[config.mk]
export PLATFORM = sky130hd
export DESIGN_NAME = int_execute
export DESIGN_NICKNAME = d
export VERILOG_FILES = /design/src/common/exec_pkg.sv /design/src/hw/int_execute.sv
export SDC_FILE = /design/constraint.sdc
export NUM_CORES = 1
export LEC_CHECK = 0
export BUFFER_PORTS_ARGS = -buffer_cell sky130_fd_sc_hd__buf_2
export CELL_PAD_IN_SITES_DETAIL_PLACEMENT = 0
export CELL_PAD_IN_SITES_GLOBAL_PLACEMENT = 1
export CORE_UTILIZATION = 43
export DETAILED_ROUTE_END_ITERATION = 12
export PLACE_DENSITY = 0.95
export SYNTH_ARGS = -nofsm -noshare
export SYNTH_HDL_FRONTEND = slang
export SYNTH_SLANG_ARGS = --single-unit
[constraint.sdc]
create_clock -name vclk -period 14.8
set_input_delay 2.96 -clock vclk [all_inputs]
set_output_delay 2.96 -clock vclk [all_outputs]
set_load 0.01 [all_outputs]
[src/common/exec_pkg.sv]
// Execute stage definitions
`default_nettype none

package exec_pkg;

    localparam int XLEN        = 32;
    localparam int TAG_W       = 3;
    localparam int LINK_OFFSET = 4;

    typedef logic [XLEN-1:0]  word_t;
    typedef logic [TAG_W-1:0] tag_t;
    typedef logic [3:0]       wstrb_t;
    typedef logic [4:0]       shamt_t;

    //////////////////////////////////////////////////////////////////////
    // Operations
    //////////////////////////////////////////////////////////////////////

    // Codes run from 0 in declaration order
    typedef enum logic [5:0] {
        NOP,                            // 0
        ADD, SUB, AND, OR, XOR,         // 1 to 5
        SLL, SRL, SRA,                  // 6 to 8
        SLT, SLTU, LUI,                 // 9 to 11
        JAL, JALR,                      // 12, 13
        BEQ, BNE, BLT, BLTU, BGE, BGEU, // 14 to 19
        LB, LBU, LH, LHU, LW,           // 20 to 24
        SB, SH, SW                      // 25 to 27
    } exec_op_e;

    //////////////////////////////////////////////////////////////////////
    // Datapath controls
    //////////////////////////////////////////////////////////////////////

    typedef enum logic [2:0] {
        RES_SUM,    // Main adder
        RES_ALT,    // Second adder or passed rs2
        RES_AND,
        RES_OR,
        RES_XOR,
        RES_SLL,
        RES_SHR,    // Logical or arithmetic right shift
        RES_CMP     // Comparator bit
    } result_sel_e;

    typedef enum logic [2:0] {
        BR_NEVER,
        BR_EQ,
        BR_NE,
        BR_LT,
        BR_LTU,
        BR_GE,
        BR_GEU,
        BR_ALWAYS
    } branch_cond_e;

    typedef enum logic [1:0] {
        ST_NONE,
        ST_BYTE,
        ST_HALF,
        ST_WORD
    } store_size_e;

endpackage

`default_nettype wire

[src/hw/int_execute.sv]
// Integer execute datapath
`default_nettype none

module int_execute (
    input  exec_pkg::word_t        pc_i,
    input  exec_pkg::word_t        rs1_val_i,
    input  exec_pkg::word_t        rs2_val_i,
    input  exec_pkg::word_t        imm_i,
    input  exec_pkg::result_sel_e  result_sel_i,
    input  exec_pkg::branch_cond_e branch_cond_i,
    input  logic                   sub_i,
    input  logic                   link_i,
    input  logic                   jalr_i,
    input  exec_pkg::store_size_e  store_size_i,
    output exec_pkg::word_t        result_o,
    output logic                   taken_o,
    output exec_pkg::word_t        target_o,
    output exec_pkg::word_t        mem_addr_o,
    output exec_pkg::wstrb_t       store_strb_o,
    output exec_pkg::word_t        store_data_o
);

    import exec_pkg::*;

    logic signed [XLEN-1:0] rs1_signed;
    logic signed [XLEN-1:0] rs2_signed;
    word_t                  sum;
    word_t                  alt_a;
    word_t                  alt_b;
    word_t                  alt_sum;
    shamt_t                 shamt;
    word_t                  srl_res;
    word_t                  sra_res;
    logic                   equal;
    logic                   less;
    logic                   less_u;
    logic                   cond_met;

    assign rs1_signed = rs1_val_i;
    assign rs2_signed = rs2_val_i;

    //////////////////////////////////////////////////////////////////////
    // Adders and compare
    //////////////////////////////////////////////////////////////////////

    assign sum = rs1_val_i + rs2_val_i;

    // Second adder. Subtract is rs1 plus inverted rs2 plus one
    always_comb begin
        if (sub_i) begin
            alt_a = rs1_val_i;
            alt_b = ~rs2_val_i;
        end else if (link_i) begin
            alt_a = pc_i;
            alt_b = word_t'(LINK_OFFSET);
        end else begin
            alt_a = pc_i;
            alt_b = imm_i;
        end
    end

    assign alt_sum = alt_a + alt_b + word_t'(sub_i);

    assign equal  = rs1_val_i == rs2_val_i;
    assign less   = rs1_signed < rs2_signed;
    assign less_u = rs1_val_i < rs2_val_i;

    always_comb begin
        case (branch_cond_i)
            BR_NEVER:  cond_met = 1'b0;
            BR_EQ:     cond_met = equal;
            BR_NE:     cond_met = !equal;
            BR_LT:     cond_met = less;
            BR_LTU:    cond_met = less_u;
            BR_GE:     cond_met = !less;
            BR_GEU:    cond_met = !less_u;
            BR_ALWAYS: cond_met = 1'b1;
        endcase
    end

    // Compare results never redirect the flow
    assign taken_o = cond_met && (result_sel_i != RES_CMP);

    //////////////////////////////////////////////////////////////////////
    // Result select
    //////////////////////////////////////////////////////////////////////

    assign shamt   = rs2_val_i[4:0];
    assign srl_res = rs1_val_i >> shamt;
    assign sra_res = rs1_signed >>> shamt;

    always_comb begin
        case (result_sel_i)
            RES_SUM: result_o = sum;
            RES_ALT: result_o = (sub_i || link_i) ? alt_sum : rs2_val_i;
            RES_AND: result_o = rs1_val_i & rs2_val_i;
            RES_OR:  result_o = rs1_val_i | rs2_val_i;
            RES_XOR: result_o = rs1_val_i ^ rs2_val_i;
            RES_SLL: result_o = rs1_val_i << shamt;
            RES_SHR: result_o = sub_i ? sra_res : srl_res;
            RES_CMP: result_o = {{(XLEN-1){1'b0}}, cond_met};
        endcase
    end

    //////////////////////////////////////////////////////////////////////
    // Targets and memory
    //////////////////////////////////////////////////////////////////////

    always_comb begin
        if (jalr_i) begin
            target_o = {sum[XLEN-1:1], 1'b0};
        end else if (link_i) begin
            target_o = sum;
        end else begin
            target_o = alt_sum;
        end
    end

    assign mem_addr_o = {sum[XLEN-1:2], 2'b00};

    always_comb begin
        case (store_size_i)
            ST_BYTE: store_strb_o = wstrb_t'(1) << sum[1:0];
            ST_HALF: store_strb_o = sum[1] ? 4'b1100 : 4'b0011;
            ST_WORD: store_strb_o = 4'b1111;
            ST_NONE: store_strb_o = 4'b0000;
        endcase
    end

    // Narrow stores repeat their data on every lane
    always_comb begin
        case (store_size_i)
            ST_BYTE: store_data_o = {4{imm_i[7:0]}};
            ST_HALF: store_data_o = {2{imm_i[15:0]}};
            default: store_data_o = imm_i;
        endcase
    end

    always_comb begin
        if (store_size_i == ST_BYTE) begin
            assert final ($onehot(store_strb_o))
                else $error("byte store drives strobes %b", store_strb_o);
        end
    end

endmodule

`default_nettype wire

Word-level counts from Yosys, hierarchy flattened
Index checks and enable logic that the tools add are counted.

cells by class
  $add $sub $neg = 3
  multiply operators = 0
  div/mod/pow operators = 0
  $lt $le $gt $ge = 2
  equality and inequality tests = 19
  shifts and indexed selects = 4
  muxes and demuxes = 12
  bitwise gates (word level) = 4
  reductions and logical operators = 8

operators with widths
  kind                 count
  $pmux 32 s8          1
  $mux 32              7
  $add 32x32->32       2
  $lt 32x32->1         2
  $pmux 32 s2          1
  $add 32x1->32        1
  $and 32x32->32       1
  $eq 32x32->1         1
  $not 32->32          1
  $or 32x32->32        1
  $shl 32x5->32        1
  $shr 32x5->32        1
  $sshr 32x5->32       1
  $xor 32x32->32       1
  $eq 3x3->1 const B   8
  $pmux 4 s4           1
  $eq 3x2->1 const B   4
  $pmux 1 s8           1
  $eq 3x1->1 const B   2
  $logic_not 3->1      2
  $eq 2x2->1 const B   2
  $mux 4               1
  $shl 1x2->4 const A  1
  $logic_not 1->1      3
  5 further kinds      5

word-level totals
  flip-flop bits (word level) = 0
  latch bits = 0
  RAM bits = 0
  ROM bits = 0
  output and inout bits = 133
  memories kept = 0

Depth between registers and ports, before layout
  depth in word-level cells = 6
  depth in mapped cells = 17

Worst setup path after synthesis
No wires, ideal clock.

  path kind = input port to output port
  start = in sub_i
  end = out result_o[26]
  arrival = 6555 ps
  slack = 5285 ps
  cell stages on the path = 17
  path through = clkbuf_1 -> nor2_1 -> clkbuf_1 -> clkbuf_1 -> a22oi_1 -> fa_1 -> inv_1 -> fa_1 -> a211oi_1 -> o21ai_1 -> a211oi_2 -> o31ai_2 -> o22ai_1 -> o21a_1 -> nor2_1 -> or3_1 -> a32oi_1

between the ends
  cells in the longest elaborated chain, start to end = 5
  elaborated cells on any way between the ends = 8
  those cells by class = 2 x add/sub; 5 x mux; 1 x reduce/logical

RTL lines
  item             RTL line           source
  start, declared  int_execute.sv:11  input logic sub_i,
  $mux 32          int_execute.sv:50  if (sub_i) begin
  $add 32x32->32   int_execute.sv:62  assign alt_sum = alt_a + alt_b + word_t'(sub_i);
  $add 32x1->32    int_execute.sv:62
  $mux 32          int_execute.sv:95  RES_ALT: result_o = (sub_i || link_i) ? alt_sum : rs2_val_i;
  $pmux 32 s8 (*)  int_execute.sv:93  case (result_sel_i)
  end, declared    int_execute.sv:15  output exec_pkg::word_t result_o,

Mark *: on every way between the ends. The rest lies on a longest branch, timed or not.

Worst setup path after layout
  start = in rs2_val_i[3]
  end = out result_o[29]

between the ends
  cells in the longest elaborated chain, start to end = 6
  elaborated cells on any way between the ends = 11
  those cells by class = 3 x add/sub; 3 x shift; 4 x mux; 1 x bitwise

RTL lines
  item             RTL line           source
  start, declared  int_execute.sv:7   input exec_pkg::word_t rs2_val_i,
  $not 32->32      int_execute.sv:52  alt_b = ~rs2_val_i;
  $mux 32          int_execute.sv:50
  $add 32x32->32   int_execute.sv:62
  $add 32x1->32    int_execute.sv:62
  $mux 32          int_execute.sv:95
  $pmux 32 s8 (*)  int_execute.sv:93

Marks and branches as above.

==> metrics.csv <==
metric,value,unit
status,"complete, no violations",
end_kind,output pin,
overflow,0,
powerDensity,53.9,nW/um^2
worst_hold_slack,6200,ps
leakagePower,5.91,nW
register_area,0,um^2
drv_cap,0,
postSynthCellCount,1690,
nets,2124,
dp.final_hpwl,45100,um
die_x,164,um
crit_family,buffers and inverters,
drive_above_1_share,0.224,
synth_simple_gate_area_frac,0.194,
num_rows,58,
avgSynthCellArea,6.68,um^2
dieArea,26900,um^2
worstMarginPinSlew,1250,ps
synthAdderAreaFrac,0.149,
drtIter0Drc,2080,
cts_resized,0,
synth_xor_area_frac,0.0441,
gp_congestion,1.03,
startpoint_type,input pin,
drtPass1Iterations,6,
arrival,7710,ps
postCtsSetupRepairBufs,0,
period_minus_slack,10670,ps
n_sequential_cell,0,
crit_buf_inv,4,
finalHoldViolations,0,
setup_ws,4130,ps
drt_wl_total,56500,um
pin_count,272,
cts_hold_buf,0,
synth-seq-area-share,0,
vias_per_cell,6.59,
core-area,25500,um^2
grt_util_all_layers,0.405,
max_freq,93.8,MHz
drv_slew,0,
grt_max_degree,74,
vias,14400,
max_stage_delay,1030,ps
ant_nets,0,
fp.dieH,164,um
crit_required,11840,ps
setup_viol,0,
routedWlPerCell,25.9,um
synth_compound_area_frac,0.336,
hp-class,in -> out,
grt_pass1_vias,13200,
drc_errors,0,
critPathMaxFanout,67,
setup_tns,0,ps
synthesis.area,11300,um^2
grt_antenna_before_repair,3,
nClkBuffers,0,
syn_to_final_growth,11.9,%
fin_crit_sh,0.721,
synth_top_family_by_area,compound AO/OA/AOI/OAI gates,
slew_headroom,0.148,
dpl-instance-area,12600,um^2
yosys_warnings,0,
io_buffers,270,
grt_pass1_wl,81700,um
ir_drop,0.0307,mV
fin_area,12600,um^2
synth.distinct_cells,88,
synth_mux_area_frac,0.181,
initial_core_util,0.443,
n_fill_cell,2704,
slowest_stage,clkinv_1,
place_ws,4350,ps
rsz0062_at_grt,no,
crit_type,in -> out,
path_cells,buf_2 -> buf_4 -> clkinv_1 -> ha_1 -> o21ai_1 -> a31oi_2 -> o211ai_1 -> a2111o_1 -> and3_4 -> o31ai_4 -> xor2_2 -> o21ai_1 -> nor3_1 -> buf_2,
[report_power, final]
| part | total (mW) | switching (mW) | leakage (nW) | internal, mW |
|---|---|---|---|---|
| combinational | 0.680 | 0.436 | 5.91 | 0.244 |
| sequential | 0 | 0 | 0 | 0 |
| clock | 0.0000000181 | 0 | 0.0000127 | 0.0000000181 |
| total | 0.680 | 0.436 | 5.91 | 0.244 |
[synthesized netlist by cell type, drive strengths merged (9+ instances only)]
cell	instances	area (um^2)
o221ai	11	96.3
xor2	20	183
o211ai	12	95.1
mux2i	53	531
o31ai	13	116
mux2	40	450
or2	10	65.1
o21bai	9	67.6
nor2b	13	81.3
nand3	20	100
nor3	34	175
ha	130	1630
and3	11	73.8
a221oi	11	96.3
a211oi	25	220
a22oi	13	97.6
a22o	9	78.8
buf	59	324
inv	128	480
a21oi	212	1060
a21o	20	150
nor2	172	646
o21ai	155	776
mux4	47	1060
xnor2	36	315
o22ai	32	200
nand2	196	736
a31oi	10	68.8
clkbuf	72	270
[logic make-up (layout without fill, tap and decap cells)]
kind of cell	after synthesis	count (layout)
multiplexers	140	140
AND/OR/NAND/NOR	496	496
other	1	4
adder cells (fa/ha/maj)	133	133
XOR/XNOR	56	56
buffers and inverters	260	419
AO/OA/AOI/OAI	604	604
[layout by cell type (no fill, tap or decap), types with 9 or more instances in the layout]
cell type	n
o21ai_0	149
and3_1	10
inv_1	125
xnor2_1	36
o31ai_1	11
xor2_1	19
nand3_1	20
buf_4	22
a21o_1	20
a21oi_1	212
a22o_1	9
a221oi_1	11
a211oi_1	20
a31oi_1	9
nor2b_1	13
ha_1	130
a22oi_1	13
nand2_1	196
mux2i_1	53
o22ai_1	32
mux4_2	47
buf_2	268
o21bai_1	9
o211ai_1	11
o221ai_1	11
nor3_1	32
nor2_1	169
mux2_2	40
[metal layers]
metal / wire (um) / global-route usage
met5: 13 / 0
met4: 2570 / 0.154
met3: 6700 / 0.0551
met2: 24100 / 0.617
met1: 23200 / 0.573
[tightest hold or removal path, delay by kind of cell]
family                 cells  cell delay (ps)
AND/OR/NAND/NOR            1               40
buffers and inverters      2              230
[area by class of cell]
class | instances | area (um^2) | share of cell area
diodes | 2 | 5.00 | 0.000396
inverters | 129 | 484 | 0.0383
multi-input cells | 1431 | 10200 | 0.809
well taps | 330 | 413 | 0.0327
repair buffers | 290 | 1510 | 0.119
[path summary, 6_finish.rpt]
| check | endpoint | startpoint | cells past startpoint | slack (ps) |
|---|---|---|---|---|
| worst min-delay path | target_o[0] | jalr_i | 3 | 6200 |
| worst max-delay path | result_o[29] | rs2_val_i[3] | 14 | 4130 |
[metrics by stage]
stage	total power, mW	instances	util
after global placement	0.655	2180	0.496
after floorplan	0.415	1691	-
after CTS	0.659	2180	0.496
after global routing	0.720	2182	0.496
final	0.680	2182	0.496
after detailed placement	0.656	2180	0.496
Power figures use the tool's default switching activity.
