**src/common/exec_pkg.sv**
```systemverilog
// Execute stage definitions
`default_nettype none

package exec_pkg;

    localparam int XLEN        = 32;
    localparam int TAG_W       = 3;
    localparam int LINK_OFFSET = 4;

    typedef logic [XLEN-1:0]  word_t;
    typedef logic [TAG_W-1:0] tag_t;
    typedef logic [3:0]       wstrb_t;
    typedef logic [4:0]       shamt_t;

    //////////////////////////////////////////////////////////////////////
    // Operations
    //////////////////////////////////////////////////////////////////////

    // Codes run from 0 in declaration order
    typedef enum logic [5:0] {
        NOP,                            // 0
        ADD, SUB, AND, OR, XOR,         // 1 to 5
        SLL, SRL, SRA,                  // 6 to 8
        SLT, SLTU, LUI,                 // 9 to 11
        JAL, JALR,                      // 12, 13
        BEQ, BNE, BLT, BLTU, BGE, BGEU, // 14 to 19
        LB, LBU, LH, LHU, LW,           // 20 to 24
        SB, SH, SW                      // 25 to 27
    } exec_op_e;

    //////////////////////////////////////////////////////////////////////
    // Datapath controls
    //////////////////////////////////////////////////////////////////////

    typedef enum logic [2:0] {
        RES_SUM,    // Main adder
        RES_ALT,    // Second adder or passed rs2
        RES_AND,
        RES_OR,
        RES_XOR,
        RES_SLL,
        RES_SHR,    // Logical or arithmetic right shift
        RES_CMP     // Comparator bit
    } result_sel_e;

    typedef enum logic [2:0] {
        BR_NEVER,
        BR_EQ,
        BR_NE,
        BR_LT,
        BR_LTU,
        BR_GE,
        BR_GEU,
        BR_ALWAYS
    } branch_cond_e;

    typedef enum logic [1:0] {
        ST_NONE,
        ST_BYTE,
        ST_HALF,
        ST_WORD
    } store_size_e;

endpackage

`default_nettype wire

```
**src/hw/stage_retire.sv**
```systemverilog
// Handshake, tag kill and output register
`default_nettype none

module stage_retire (
    input  logic                  clk,
    input  logic                  reset_n,
    input  logic                  in_valid_i,
    input  logic                  out_ready_i,
    input  exec_pkg::tag_t        tag_i,
    input  exec_pkg::exec_op_e    op_i,
    input  logic                  writes_rd_i,
    input  logic                  load_i,
    input  logic                  taken_i,
    input  exec_pkg::wstrb_t      store_strb_i,
    input  exec_pkg::word_t       result_i,
    output logic                  in_ready_o,
    output logic                  out_valid_o,
    output logic                  jump_o,
    output logic                  mem_read_o,
    output exec_pkg::wstrb_t      mem_wstrb_o,
    output exec_pkg::exec_op_e    out_op_o,
    output exec_pkg::word_t       out_result_o,
    output logic                  out_write_enable_o,
    output logic                  out_killed_o
);

    import exec_pkg::*;

    tag_t cur_tag;
    logic fire;
    logic killed;
    logic live;

    // Accept when the output slot is free or drains this cycle
    assign in_ready_o = !out_valid_o || out_ready_i;
    assign fire       = in_valid_i && in_ready_o;
    assign killed     = tag_i != cur_tag;
    assign live       = fire && !killed;

    //////////////////////////////////////////////////////////////////////
    // Side effects and flow tag
    //////////////////////////////////////////////////////////////////////

    assign jump_o      = live && taken_i;
    assign mem_read_o  = live && load_i;
    assign mem_wstrb_o = live ? store_strb_i : '0;

    // Younger instructions of the old flow carry the stale tag
    always_ff @(posedge clk or negedge reset_n) begin
        if (!reset_n) begin
            cur_tag <= '0;
        end else if (jump_o) begin
            cur_tag <= cur_tag + 1'b1;
        end
    end

    //////////////////////////////////////////////////////////////////////
    // Output register
    //////////////////////////////////////////////////////////////////////

    always_ff @(posedge clk or negedge reset_n) begin
        if (!reset_n) begin
            out_valid_o        <= 1'b0;
            out_op_o           <= NOP;
            out_result_o       <= '0;
            out_write_enable_o <= 1'b0;
            out_killed_o       <= 1'b0;
        end else if (fire) begin
            out_valid_o        <= 1'b1;
            out_op_o           <= op_i;
            out_result_o       <= result_i;
            out_write_enable_o <= writes_rd_i && !killed;
            out_killed_o       <= killed;
        end else if (out_ready_i) begin
            out_valid_o <= 1'b0;
        end
    end

    // A jump only leaves on a transfer and moves the tag once
    assert property (@(posedge clk) disable iff (!reset_n)
        jump_o |-> fire ##1 (cur_tag == tag_t'($past(cur_tag) + 1'b1)))
        else $error("jump without fire or tag not advanced");

    assert property (@(posedge clk) disable iff (!reset_n)
        out_valid_o && !out_ready_i |=> out_valid_o && $stable(out_op_o) &&
            $stable(out_result_o) && $stable(out_write_enable_o) && $stable(out_killed_o))
        else $error("output changed while stalled");

endmodule

`default_nettype wire

```
**config.mk**
```make
export PLATFORM = sky130hd
export DESIGN_NAME = stage_retire
export DESIGN_NICKNAME = d
export VERILOG_FILES = /design/src/common/exec_pkg.sv /design/src/hw/stage_retire.sv
export SDC_FILE = /design/constraint.sdc
export NUM_CORES = 1
export LEC_CHECK = 0
export ABC_AREA = 1
export BUFFER_PORTS_ARGS = -buffer_cell sky130_fd_sc_hd__buf_2
export CAP_MARGIN = 20
export CORE_MARGIN = 5
export CORE_UTILIZATION = 40
export DETAILED_ROUTE_END_ITERATION = 12
export PLACE_DENSITY = 0.76
export SETUP_SLACK_MARGIN = 0.2
export SLEW_MARGIN = 5
export SYNTH_ARGS = -nofsm -noshare
export SYNTH_HDL_FRONTEND = slang
export SYNTH_SLANG_ARGS = --single-unit
```
**constraint.sdc**
```tcl
create_clock -name clk -period 1.1 [get_ports clk]
set_clock_uncertainty 0.2 [all_clocks]
set_input_delay 0.055 -clock clk [delete_from_list [all_inputs] [get_ports clk]]
set_output_delay 0.055 -clock clk [all_outputs]
set_load 0.02 [all_outputs]
```
---- Yosys cells after proc, flatten, opt, wreduce, memory -nomap -nowiden ----
Index checks and enable logic that the tools add are counted.
storage, ports and cells
  memories kept ........................... 0
  input port bits ......................... 52
  flip-flop bits (word level) ............. 44
  bits in writable memories ............... 0
  latch bits .............................. 0
  word-level logic and storage cells ...... 20
  memory bits (read-only) ................. 0
operators by class
  shifts and indexed selects .............. 0
  $lt $le $gt $ge ......................... 0
  add/subtract/negate cells ............... 1
  multiply operators ...................... 0
  muxes and demuxes ....................... 3
  divide/modulo/power cells ............... 0
  bitwise logic cells ..................... 0
  reductions and logical operators ........ 9
  eq/ne operators ......................... 1
operator list
  cell                                          count
  logical AND 1 bit                             5
  2-to-1 mux 4 bit                              1
  adder 3 x 1 -> 3 bit (second input constant)  1
  != test 3 bit                                 1
  zero test 1 bit                               2
  2-to-1 mux 1 bit                              2
  nonzero test 2 bit                            1
  logical OR 1 bit                              1

---- Depth between registers and ports, before layout ----
Gate-level depths: netlist (run 1).
  word-level depth ........................ 5
  gate-level depth with buffers ........... 8

---- Worst setup path after synthesis (run 1) ----
No wires, ideal clock.
  path type ............................... register to output
  start ................................... register out_valid_o
  end ..................................... output port mem_read_o
  stages on the path, launching flop included .. 6
  path slack .............................. -0.448 ns
  arrival ................................. 1.293 ns
  path buffers ............................ 0
  path through ............................ dfrtp_1 nand2_2 nand2_4 nor2_4 nand2_2 nor2_1
between the ends
  cells in the longest elaborated chain, start to end .. 5
RTL lines
  item                    line                source
  start, declared         stage_retire.sv:17  output logic out_valid_o,
  start signal, assigned  stage_retire.sv:63  out_valid_o <= 1'b0;
  start signal, assigned  stage_retire.sv:69  out_valid_o <= 1'b1;
  start signal, assigned  stage_retire.sv:75  out_valid_o <= 1'b0;
  zero test 1 bit         stage_retire.sv:35  assign in_ready_o = !out_valid_o || out_ready_i;
  logical OR 1 bit        stage_retire.sv:35
  net in_ready_o          stage_retire.sv:16  output logic in_ready_o,
  logical AND 1 bit       stage_retire.sv:36  assign fire = in_valid_i && in_ready_o;
  logical AND 1 bit       stage_retire.sv:38  assign live = fire && !killed;
  logical AND 1 bit       stage_retire.sv:45  assign mem_read_o = live && load_i;
  end, declared           stage_retire.sv:19  output logic mem_read_o,
The timed path passes the listed nets, and every way through them passes these cells.

---- Worst setup path after layout (run 1) ----
  start ................................... register cur_tag[0]
  end ..................................... output port mem_read_o
between the ends
  cells in the longest elaborated chain, start to end .. 4
RTL lines
  item                    line                source
  start, declared         stage_retire.sv:29  tag_t cur_tag;
  start signal, assigned  stage_retire.sv:53  cur_tag <= cur_tag + 1'b1;
  != test 3 bit           stage_retire.sv:37  assign killed = tag_i != cur_tag;
  zero test 1 bit         stage_retire.sv:38
  logical AND 1 bit       stage_retire.sv:38
  logical AND 1 bit       stage_retire.sv:45
Every way passes these cells.

==> flow_summary.toml, run 1 <==
[critical_path]
crit_slowest_cell = "dfrtp_1"
r2r-end = "out_result_o[0]"
end_kind = "output port"
critPathTopFamily = "simple AND/OR/NAND/NOR gates"
crit_path_cell_trace = "inv_1 > nand2_1 > nand2_1 > nor2_4 > nand2_4 > nor2_4 > buf_6"
cp_num_buf_inv = 2
r2r-start = "out_valid_o"
critPathRequiredTime_ns = 0.84
crit_path_max_fanout = 6
reg2regPathDepth = 9
worst_ep_arrival_time_ns = 1.54
max_stage_delay_ns = 0.41
crit_path_start_kind = "flop"
critPathKind = "reg -> out"
rrSetupSlack_ns = -0.57

[detailed_routing]
ant_nets = 0
firstDrtPassIters = 7
vias = 2663
wl_per_cell_um = 23.9
drc = 0
routed_wl_um = 11400
viasPerCell = 5.57
initialDrtViolationCount = 256

[placement]
gp_routability_congestion = 0.758
place_hpwl_um = 3330
portBuffers = 99
place_area_um2 = 2500

[sta]
fin_crit_ns = 1.79
finalCritPeriodShare_pct = 163
hold_viol = 3
max_slew_margin_pct = 83.8
fmax_mhz = 558
setup_viol = 77
tightest_slew_ns = 0.242
rsz0062_at_grt = "true"
holdWs_ns = -0.122
worst_slack_ns = -0.694
slew_violations = 0

[yosys]
synth_mux_area_share_pct = 0
yosysMostFrequentCell = "nand2_1"
synth.distinct_cells = 16
synthAdderAreaFrac_pct = 0.685
yosysWarningCount = 0
synthXorXnorAreaFrac_pct = 0.480
synth-seq-area-share_pct = 60.3
synth-edff-count = 0
syn_inst = 215
synth_top_family_by_area = "simple AND/OR/NAND/NOR gates"
synth-compound-area-share_pct = 0.411
ys_ff_latch = 44
synthTopCellsByCount = "nand2_1 (130), dfrtp_1 (44), inv_1 (12)"
ys_async_sr_fraction_pct = 100
syn_avg_cell_area_um2 = 8.49
netlist_area_um2 = 1830
synth_ff_type = "dfrtp_1"
synth_area_leaders = "dfrtp_1 (60%), nand2_1 (27%), inv_1 (2.5%), buf_2 (1.6%), nor2_1 (1.4%)"
yosys.area_share.simple_pct = 32.6
synth_top_area_share_pct = 60.3
yosys.area.top_type = "dfrtp_1"
syn_nets = 268

[layout]
drive_gt1_share_pct = 59.1
final_util_pct = 96.7
layout-area-overhead-vs-synth_pct = 132
multi_input_area_um2 = 905
seq_area_um2 = 1100
final_area_um2 = 4240
fillCellCount = 83
final_nets = 477

[clock_network]
tritoncts = "built"
htree_levels = 2
clockBufferDepth = 2
clk_latency_ns = 0.29
postCtsHoldBufs = 40
clockRootBuffer = "clkbuf_8"
cts_buffers = 5
cts_sinks = 44
clkTransAtPathRegs_ns = 0.08

[flow_run]
maxCapViolCount = 0

[pwr]
p_per_area_nw_per_um2 = 1410
power.total_mw = 5.99
irDropWorstVdd_mv = 1.05
power.leakage_nw = 2.30

[grt]
met1_usage_pct = 26.3
grt_use_met2_pct = 49.5
grt.overflow.total = 0
grt.met3_usage_pct = 5.79
grt_first_pass_wirelength_um = 12000
global_route.usage.total_pct = 25.4
grt_pass1_vias = 2436
grt_start_max_net_pins = 45
antenna_found_initial = 1
grt-busiest-layer = "met2"

[worst_hold_path]
hp-class = "in -> reg"
min_from = "taken_i"
min_to = "cur_tag[1]"
hold-path-cell-count = 3

[die]
coreArea_um2 = 4380
die_h_um = 77.6
die_area_um2 = 6010
die_w_um = 77.6
ios = 100
rows = 24
start_util_pct = 41.6

[outcome]
violations = "negative hold slack, negative setup slack"
status = "finished with violations"
==> worst min-delay path, cell delays in order <==
cell and delay (ns):
buf_2 0.13, nand4_1 0.09, nand2_1 0.06
==> power by group <==
part | switching [mW] | leakage, nW | internal (mW)
clock network | 0.592 | 0.0445 | 0.512
registers | 0.265 | 0.539 | 1.87
logic | 1.36 | 1.72 | 1.39
total | 2.21 | 2.30 | 3.77
==> cells by family after synthesis <==
family | Yosys count
compound gates | 1
xor+xnor | 1
flops | 44
simple gates | 147
buf+inv | 21
fa+ha+maj | 1
==> worst max-delay path by stage <==
stage	to	from	slack (ns)	cells past startpoint
2_1_floorplan	out_killed_o	out_valid_o	-0.28	5
6_report	mem_read_o	cur_tag[0]	-0.69	7
3_5_place_dp	mem_wstrb_o[1]	cur_tag[0]	-0.30	7
3_3_place_gp	mem_wstrb_o[0]	cur_tag[0]	-0.24	7
5_1_grt	mem_read_o	cur_tag[0]	-0.78	7
4_1_cts	mem_wstrb_o[1]	cur_tag[1]	-0.57	6
==> flip-flops by register name, indices dropped and copies added, names as in the netlist <==
register and flops:
out_op_o 6, cur_tag 3, out_write_enable_o 1, out_result_o 32, out_valid_o 1, out_killed_o 1
==> through the flow <==
step	setup WS [ns]	setup TNS [ns]	cells
floorplan	-0.277	-8.63	215
global placement	-0.244	-6.10	369
detailed placement	-0.300	-7.39	369
CTS	-0.565	-16.40	460
global route	-0.779	-29.58	478
finish	-0.694	-27.44	478
==> final cells by class <==
class	instances	share of cell area (%)
sequential	44	26.0
multi-input combinational	150	21.3
timing repair buffer	210	47.4
tap	52	1.54
clock inverter	1	0.177
antenna	1	0.0590
inverter	13	1.45
clock buffer	7	2.04
==> repair_timing <==
action,4_1_cts,5_1_grt
setup endpoints to repair,92,92
cloned,7,1
pin swaps,22,18
setup buffers,36,16
hold endpoints to repair,86,3
resized for setup,156,45
==> layer usage <==
metal	routed length [um]	share of wire, %
met4	824	7.2
met3	1010	8.9
met1	3790	33
met5	0	0
met2	5810	51
==> cells in the final DEF, fill, tap and decap left out <==
cell / n
nand2_2: 44
diode_2: 1
nand3_2: 1
buf_4: 50
o21a_1: 1
buf_6: 51
dfrtp_2: 1
inv_2: 1
xor2_1: 1
nand4_1: 3
nor2_1: 2
buf_12: 7
inv_1: 11
clkbuf_16: 1
buf_16: 7
buf_2: 51
buf_8: 3
dfrtp_1: 43
clkbuf_1: 1
ha_2: 1
nand3_1: 1
inv_12: 1
dlygate4sd3_1: 40
nor2_4: 7
nand2_4: 17
nand2_1: 71
clkinvlp_4: 1
nand2_8: 1
clkbuf_8: 6
Note: power is estimated with default switching activity, not from simulation.
==> run 2: changes to the inputs <==
--- a/config.mk
+++ b/config.mk
@@ -5,13 +5,12 @@
 export SDC_FILE = /design/constraint.sdc
 export NUM_CORES = 1
 export LEC_CHECK = 0
-export ABC_AREA = 1
 export BUFFER_PORTS_ARGS = -buffer_cell sky130_fd_sc_hd__buf_2
 export CAP_MARGIN = 20
 export CORE_MARGIN = 5
-export CORE_UTILIZATION = 40
+export CORE_UTILIZATION = 39
 export DETAILED_ROUTE_END_ITERATION = 12
-export PLACE_DENSITY = 0.76
+export PLACE_DENSITY = 0.74
 export SETUP_SLACK_MARGIN = 0.2
 export SLEW_MARGIN = 5
 export SYNTH_ARGS = -nofsm -noshare
==> run 2 against run 1 <==
Net effect:
- the run now fails in global routing (5_1_grt)
- synthesized area fell by 0.55%
- synthesized cell count fell by 8.4%
==> flow_summary.toml, run 2 <==
[outcome]
status = "aborted with a tool error"
stop_stage = "global routing (5_1_grt)"
first-error = "[ERROR GRT-0232] Routing congestion too high. Check the congestion heatmap in the GUI."

[die]
ios = 100
rows = 24
start_util_pct = 40.9
die_w_um = 78.2
die_h_um = 78.2

[placement]
place_hpwl_um = 3380
gp_routability_congestion = 0.745
dp.cells = 351
portBuffers = 99
post-place-ws_ns = -0.430

[clock_network]
clockRootBuffer = "clkbuf_8"
cts_sinks = 44
clockBufferDepth = 2
htree_levels = 2
cts_buffers = 5

[yosys]
synth-seq-area-share_pct = 60.6
ys_async_sr_fraction_pct = 100
synth-edff-count = 0
synth_ff_type = "dfrtp_1"
ys_ff_latch = 44
syn_avg_cell_area_um2 = 9.22
yosysWarningCount = 0
syn_nets = 250
synth.distinct_cells = 24
yosysMostFrequentCell = "nand2_1"
yosys.area.top_type = "dfrtp_1"
syn_inst = 197
netlist_area_um2 = 1820
synth_top_area_share_pct = 60.6
synth_area_leaders = "dfrtp_1 (61%), nand2_1 (24%), and3_1 (1.7%), xnor2_1 (0.96%), xor2_1 (0.96%)"
synthTopCellsByCount = "nand2_1 (116), dfrtp_1 (44), and3_1 (5)"

[grt]
grt_start_max_net_pins = 45
antenna_found_initial = 7
global_route.usage.total_pct = 67.2
grt.overflow.total = 94

[sta]
worstEndpointGrtRepair = "mem_read_o"
worst-ep-kind = "top-level output"
## run 2: cell count changes after synthesis, moves of 3 or more
cell,change
nand2_1,-14
inv_1,-10
and3_1,+5
nor2_1,-5
buf_2,-3
clkbuf_1,+3
## run 2: repair_timing
item / CTS
endpoints found under the setup margin: 92
pin swaps: 22
hold buffers: 42
setup buffers: 29
gates cloned: 6
hold endpoints to repair: 87
resized for setup: 128
## run 2: logic make-up after synthesis
| group | share of synthesized area [%] |
|---|---|
| buffers and inverters | 3.72 |
| flip-flops | 60.6 |
| adder cells (fa/ha/maj) | 0.689 |
| XOR/XNOR | 1.93 |
| AO/OA/AOI/OAI | 2.21 |
| multiplexers | 0.551 |
| AND/OR/NAND/NOR | 30.3 |
## run 2: per-layer routing
layer,overflow,global-route usage (%)
met3,0,41.1
met4,32,77.6
met1,0,67.8
met5,0,0
met2,62,87.8
## run 2: per-stage QoR
step                cell area [um2]  hold slack, ns
global placement               2490          -0.150
detailed placement             2490          -0.147
floorplan                      1860          -0.441
CTS                            3880         -0.0986
==> run 3: changes to the inputs <==
--- a/config.mk
+++ b/config.mk
@@ -8,10 +8,9 @@
 export BUFFER_PORTS_ARGS = -buffer_cell sky130_fd_sc_hd__buf_2
 export CAP_MARGIN = 20
 export CORE_MARGIN = 5
-export CORE_UTILIZATION = 39
+export CORE_UTILIZATION = 40
 export DETAILED_ROUTE_END_ITERATION = 12
-export PLACE_DENSITY = 0.74
-export SETUP_SLACK_MARGIN = 0.2
+export PLACE_DENSITY_LB_ADDON = 0.15
 export SLEW_MARGIN = 5
 export SYNTH_ARGS = -nofsm -noshare
 export SYNTH_HDL_FRONTEND = slang
==> constraint.sdc (replaced) <==
create_clock -name clk -period 1.4 [get_ports clk]
set_clock_uncertainty 0.2 [all_clocks]
set_input_delay 0.07 -clock clk [delete_from_list [all_inputs] [get_ports clk]]
set_output_delay 0.07 -clock clk [all_outputs]
set_load 0.02 [all_outputs]
==> run 3 against run 2 <==
Net effect:
- the flow now finishes, with violations (negative hold slack, negative setup slack)
- synthesized area unchanged
- synthesized cell count stayed put
==> flow_summary.toml, run 3 <==
[outcome]
status = "finished with violations"
violations = "negative hold slack, negative setup slack"

[sta]
holdWs_ns = -0.0165
tightest_slew_ns = 0.300
rsz0062_at_grt = "true"
slew_violations = 0
setup_tns_ns = -7.61
setup_viol = 50
hold_viol = 1
max_slew_margin_pct = 80.0
finalCritPeriodShare_pct = 123
worst_slack_ns = -0.319
fmax_mhz = 582
fin_crit_ns = 1.72

[detailed_routing]
drc = 0
routed_wl_um = 5290
initialDrtViolationCount = 39
ant_nets = 0
firstDrtPassIters = 4
vias = 1857
viasPerCell = 4.57
wl_per_cell_um = 13.0

[pwr]
clkPwrFrac_pct = 22.3
seqPwrFrac_pct = 46.3
p_per_area_nw_per_um2 = 1070
p_sw_mw = 1.06
power.leakage_nw = 1.75
power.total_mw = 3.32
internal_power_mw = 2.26
irDropWorstVdd_mv = 0.717
p_sw_share_pct = 32.0
combPwrFrac_pct = 31.5

[clock_network]
clk_latency_ns = 0.28
postCtsHoldBufs = 44
clkTransAtPathRegs_ns = 0.07
clockRootBuffer = "clkbuf_8"
htree_levels = 2
tritoncts = "built"
cts_buffers = 5
cts_sinks = 44
clockBufferDepth = 2

[yosys]
synth-edff-count = 0
ys_async_sr_fraction_pct = 100
synth_ff_type = "dfrtp_1"
synth_top_area_share_pct = 60.6
syn_avg_cell_area_um2 = 9.22
netlist_area_um2 = 1820
yosys.area.top_type = "dfrtp_1"
yosysMostFrequentCell = "nand2_1"
synthTopCellsByCount = "nand2_1 (116), dfrtp_1 (44), and3_1 (5)"
syn_inst = 197
yosysWarningCount = 0
ys_ff_latch = 44
synth_area_leaders = "dfrtp_1 (61%), nand2_1 (24%), and3_1 (1.7%), xnor2_1 (0.96%), xor2_1 (0.96%)"
synth.distinct_cells = 24
synth-seq-area-share_pct = 60.6
syn_nets = 250

[flow_run]
maxCapViolCount = 0

[placement]
gp_routability_congestion = 0.736
place_hpwl_um = 3310
portBuffers = 99
place_area_um2 = 2420
post-place-ws_ns = -0.136

[layout]
antennaDiodeCount = 0
top_regs = "out_result_o: 32 flops, out_op_o: 6 flops, cur_tag: 3 flops"
fillCellCount = 353
largest_register = "out_result_o"
final_common_cell = "nand2_1"
final_nets = 407
final_area_um2 = 3090
layout-area-overhead-vs-synth_pct = 70.2
drive_gt1_share_pct = 37.3
final_cell_mix = "nand2_1 (115), buf_2 (92), dlygate4sd3_1 (44)"
largest_reg_flops = 32

[die]
coreArea_um2 = 4380
die_w_um = 77.4
die_h_um = 77.4
start_util_pct = 41.4
rows = 24
die_area_um2 = 5990
ios = 100

[critical_path]
worst_ep_arrival_time_ns = 1.45
critPathKind = "reg -> out"
critPathRequiredTime_ns = 1.13
crit_path_start_kind = "flop"
crit_path_max_fanout = 9
end_kind = "output port"
rrSetupSlack_ns = -0.23

[grt]
grt.overflow.total = 0
global_route.usage.total_pct = 18.3
grt_first_pass_wirelength_um = 9010
grt_start_max_net_pins = 45
grt_pass1_vias = 1902
antenna_found_initial = 0

[worst_hold_path]
hp-class = "in -> reg"
run 3: cell counts after synthesis:
Identical to the previous run, type by type.
run 3: repair_timing:
item                       4_1_cts  5_1_grt
buffers inserted                 3        1
cloned                           3        0
hold endpoints to repair        86        1
setup endpoints to repair       50       50
gates resized for setup         24        1
pin swaps                        2        2
run 3: logic make-up after synthesis:
logic type / share of synthesized area, %
fa+ha+maj: 0.689
mux: 0.551
xor+xnor: 1.93
simple gates: 30.3
flops: 60.6
buf+inv: 3.72
compound gates: 2.21
run 3: area by class of cell:
| class | count | area (um2) | share of cell area [%] |
|---|---|---|---|
| multi-input combinational | 140 | 657 | 21.3 |
| sequential | 44 | 1100 | 35.7 |
| clock buffer | 6 | 72.6 | 2.35 |
| timing repair buffer | 159 | 1170 | 37.8 |
| inverter | 4 | 20.0 | 0.648 |
| clock inverter | 1 | 5.00 | 0.162 |
| tap | 52 | 65.1 | 2.11 |
run 3: per-stage QoR:
| stage | util, % | cells |
|---|---|---|
| 4_1_cts | 70.3 | 405 |
| 6_report | 70.5 | 406 |
| 3_3_place_gp | 55.3 | 348 |
| 3_5_place_dp | 55.3 | 348 |
| 5_1_grt | 70.5 | 406 |
| 2_1_floorplan | - | 197 |
run 3: path summary, 6_finish.rpt:
path,from,end,depth (start not counted)
min in group asynchronous,reset_n,out_result_o[17],3
worst min register to register,out_result_o[17],out_result_o[17],2
worst max-delay path,cur_tag[0],jump_o,4
worst max register to register,cur_tag[1],out_write_enable_o,6
max in group asynchronous,reset_n,out_valid_o,3
worst min-delay path,tag_i[0],cur_tag[2],4
run 3: power groups by stage:
stage               logic, mW  registers (mW)  clock network [mW]
finish                   1.04            1.53               0.738
global route             1.14            1.56               0.812
CTS                      1.05            1.53               0.761
detailed placement      0.885            1.56                   0
global placement        0.873            1.55                   0
floorplan               0.324            1.76                   0
run 3: critical path: stages (launching register included):
cell and delay (ns):
dfrtp_1 0.39, xnor2_1 0.22, and2_4 0.24, and3_4 0.20
buf_6 0.11
run 3: layer usage:
metal / vias up / track usage [%] / wire (um)
li1: 918 / - / -
met1: 854 / 23.3 / 2190
met2: 73 / 29.8 / 2570
met3: 12 / 5.67 / 390
met4: 0 / 6.19 / 133
met5: - / 0 / 0
==> run 4: changes to the inputs <==
--- a/config.mk
+++ b/config.mk
@@ -10,8 +10,9 @@
 export CORE_MARGIN = 5
 export CORE_UTILIZATION = 40
 export DETAILED_ROUTE_END_ITERATION = 12
-export PLACE_DENSITY_LB_ADDON = 0.15
+export PLACE_DENSITY_LB_ADDON = 0.08
 export SLEW_MARGIN = 5
 export SYNTH_ARGS = -nofsm -noshare
 export SYNTH_HDL_FRONTEND = slang
 export SYNTH_SLANG_ARGS = --single-unit
+export TNS_END_PERCENT = 1
==> run 4 against run 3 <==
Net effect:
- largest cell class unchanged
- core utilization is 0.26 points lower
- final cell count is 0.25% lower
- highest routed layer unchanged
- die area stayed put
- critical path depth unchanged
- non-clock buffer count is 2 lower
- combinational power is 8% higher
- clock-buffer cell count up 1
- power rose by 4.8%
- clock power is 10% higher
- largest power group unchanged
- the flow finishes with violations (negative setup slack)
- sequential share of layout area is 0.13 points higher
- global-route usage shrank 0.23 points
==> flow_summary.toml, run 4 (synthesized netlist as in run 3, its figures left out) <==
[detailed_routing]
vias = 1813
wl_per_cell_um = 13.0
initialDrtViolationCount = 88
routed_wl_um = 5250
viasPerCell = 4.48
ant_nets = 0
drc = 0
firstDrtPassIters = 4

[clock_network]
clkTransAtPathRegs_ns = 0.08
cts_sinks = 44
clockRootBuffer = "clkbuf_8"
clockBufferDepth = 2
cts_buffers = 5
tritoncts = "built"
clk_latency_ns = 0.29
htree_levels = 2

[pwr]
p_per_area_nw_per_um2 = 1130
power.leakage_nw = 1.74
power.total_mw = 3.47
irDropWorstVdd_mv = 0.524

[critical_path]
r2r-end = "cur_tag[0]"
cp-startpoint = "cur_tag[1]"
end_kind = "output port"
worst_ep_arrival_time_ns = 1.47
reg2regPathDepth = 6
crit_path_start_kind = "flop"
critPathRequiredTime_ns = 1.13
crit_end = "jump_o"
crit_path_max_fanout = 8
r2r-start = "cur_tag[0]"
critPathKind = "reg -> out"
rrSetupSlack_ns = -0.20

[sta]
worst_slack_ns = -0.339
finalCritPeriodShare_pct = 124
setup_tns_ns = -4.00
tightest_slew_ns = 0.281
rsz0062_at_grt = "true"
setup_viol = 50
fmax_mhz = 575
slew_violations = 0
hold_viol = 0
fin_crit_ns = 1.74
max_slew_margin_pct = 81.2

[layout]
final_nets = 405
final_common_cell = "nand2_1"
drive_gt1_share_pct = 38.0
final_cell_mix = "nand2_1 (115), buf_2 (93), dlygate4sd3_1 (44)"
final_util_pct = 70.2
final_area_um2 = 3080
layout-area-overhead-vs-synth_pct = 69.6
largest_register = "out_result_o"
largest_reg_flops = 32
antennaDiodeCount = 0
top_regs = "out_result_o: 32 flops, out_op_o: 6 flops, cur_tag: 3 flops"

[placement]
portBuffers = 99
place_area_um2 = 2430
gp_routability_congestion = 0.701
place_hpwl_um = 3230

[worst_hold_path]
hold-path-cell-count = 5
hp-class = "in -> reg"

[grt]
antenna_found_initial = 0
global_route.usage.total_pct = 18.1
grt_start_max_net_pins = 45
grt_pass1_vias = 1959
grt.overflow.total = 0
grt_first_pass_wirelength_um = 8910

[flow_run]
maxCapViolCount = 0

[die]
die_h_um = 77.4
rows = 24
ios = 100
coreArea_um2 = 4380
start_util_pct = 41.4
die_w_um = 77.4
die_area_um2 = 5990

[outcome]
status = "finished with violations"
violations = "negative setup slack"
run 4: cell count changes in the layout (fill, tap and decap cells not counted), sizes merged:
cell | previous run | this run
clkbuf | 6 | 7
buf | 114 | 113
bufbuf | 1 | 0
clkinvlp | 0 | 1
clkinv | 1 | 0
run 4: power breakdown:
| group | internal [mW] | leakage (nW) | total (mW) | switching (mW) |
|---|---|---|---|---|
| sequential | 1.45 | 0.534 | 1.55 | 0.100 |
| clock | 0.401 | 0.0445 | 0.813 | 0.412 |
| combinational | 0.529 | 1.16 | 1.12 | 0.587 |
run 4: worst max-delay path, stage by stage, from the launching register on:
cell     delay (ns)
dfrtp_1        0.40
xor2_1         0.19
nor3_4         0.24
and3_4         0.24
buf_6          0.11
run 4: layout make-up:
type                    instances  area, um2
fillers                       347       1310
repair buffers                157       1120
flip-flops and latches         44       1100
multi-input cells             140        677
clock buffers                   7       86.3
well taps                      52       65.1
inverters                       4       17.5
clock inverters                 1       7.51
run 4: stage by stage:
step,instances,setup WS [ns],hold slack [ns]
floorplan,197,-0.0890,-0.426
global placement,348,-0.0612,-0.132
detailed placement,348,-0.0839,-0.134
CTS,400,-0.352,-0.138
global route,405,-0.406,0.0198
finish,405,-0.339,0.00475
run 4: how the worst min path moves through the flow:
stage / start / endpoint / slack (ns)
6_report: out_ready_i / out_valid_o / 0.005
5_1_grt: out_ready_i / out_valid_o / 0.02
4_1_cts: out_ready_i / out_valid_o / -0.14
3_5_place_dp: reset_n / out_result_o[25] / -0.13
3_3_place_gp: reset_n / out_result_o[25] / -0.13
2_1_floorplan: reset_n / cur_tag[0] / -0.43
run 4: metal layers:
layer  vias to the layer above  GRT usage [%]  wire length (um)
met5                         -              0                 0
met4                         0           5.67                90
met3                         9           5.90               440
met2                        63           31.6              2650
met1                       831           21.0              2070
li1                        910              -                 -
run 4: timing repair:
| item | 4_1_cts | 5_1_grt |
|---|---|---|
| hold buffers | 44 | 0 |
| endpoints found under the hold margin | 87 | 0 |
| setup buffers | 0 | 5 |
| endpoints found under the setup margin | 37 | 49 |
| pin swaps | 6 | 9 |
| resized for setup | 9 | 11 |
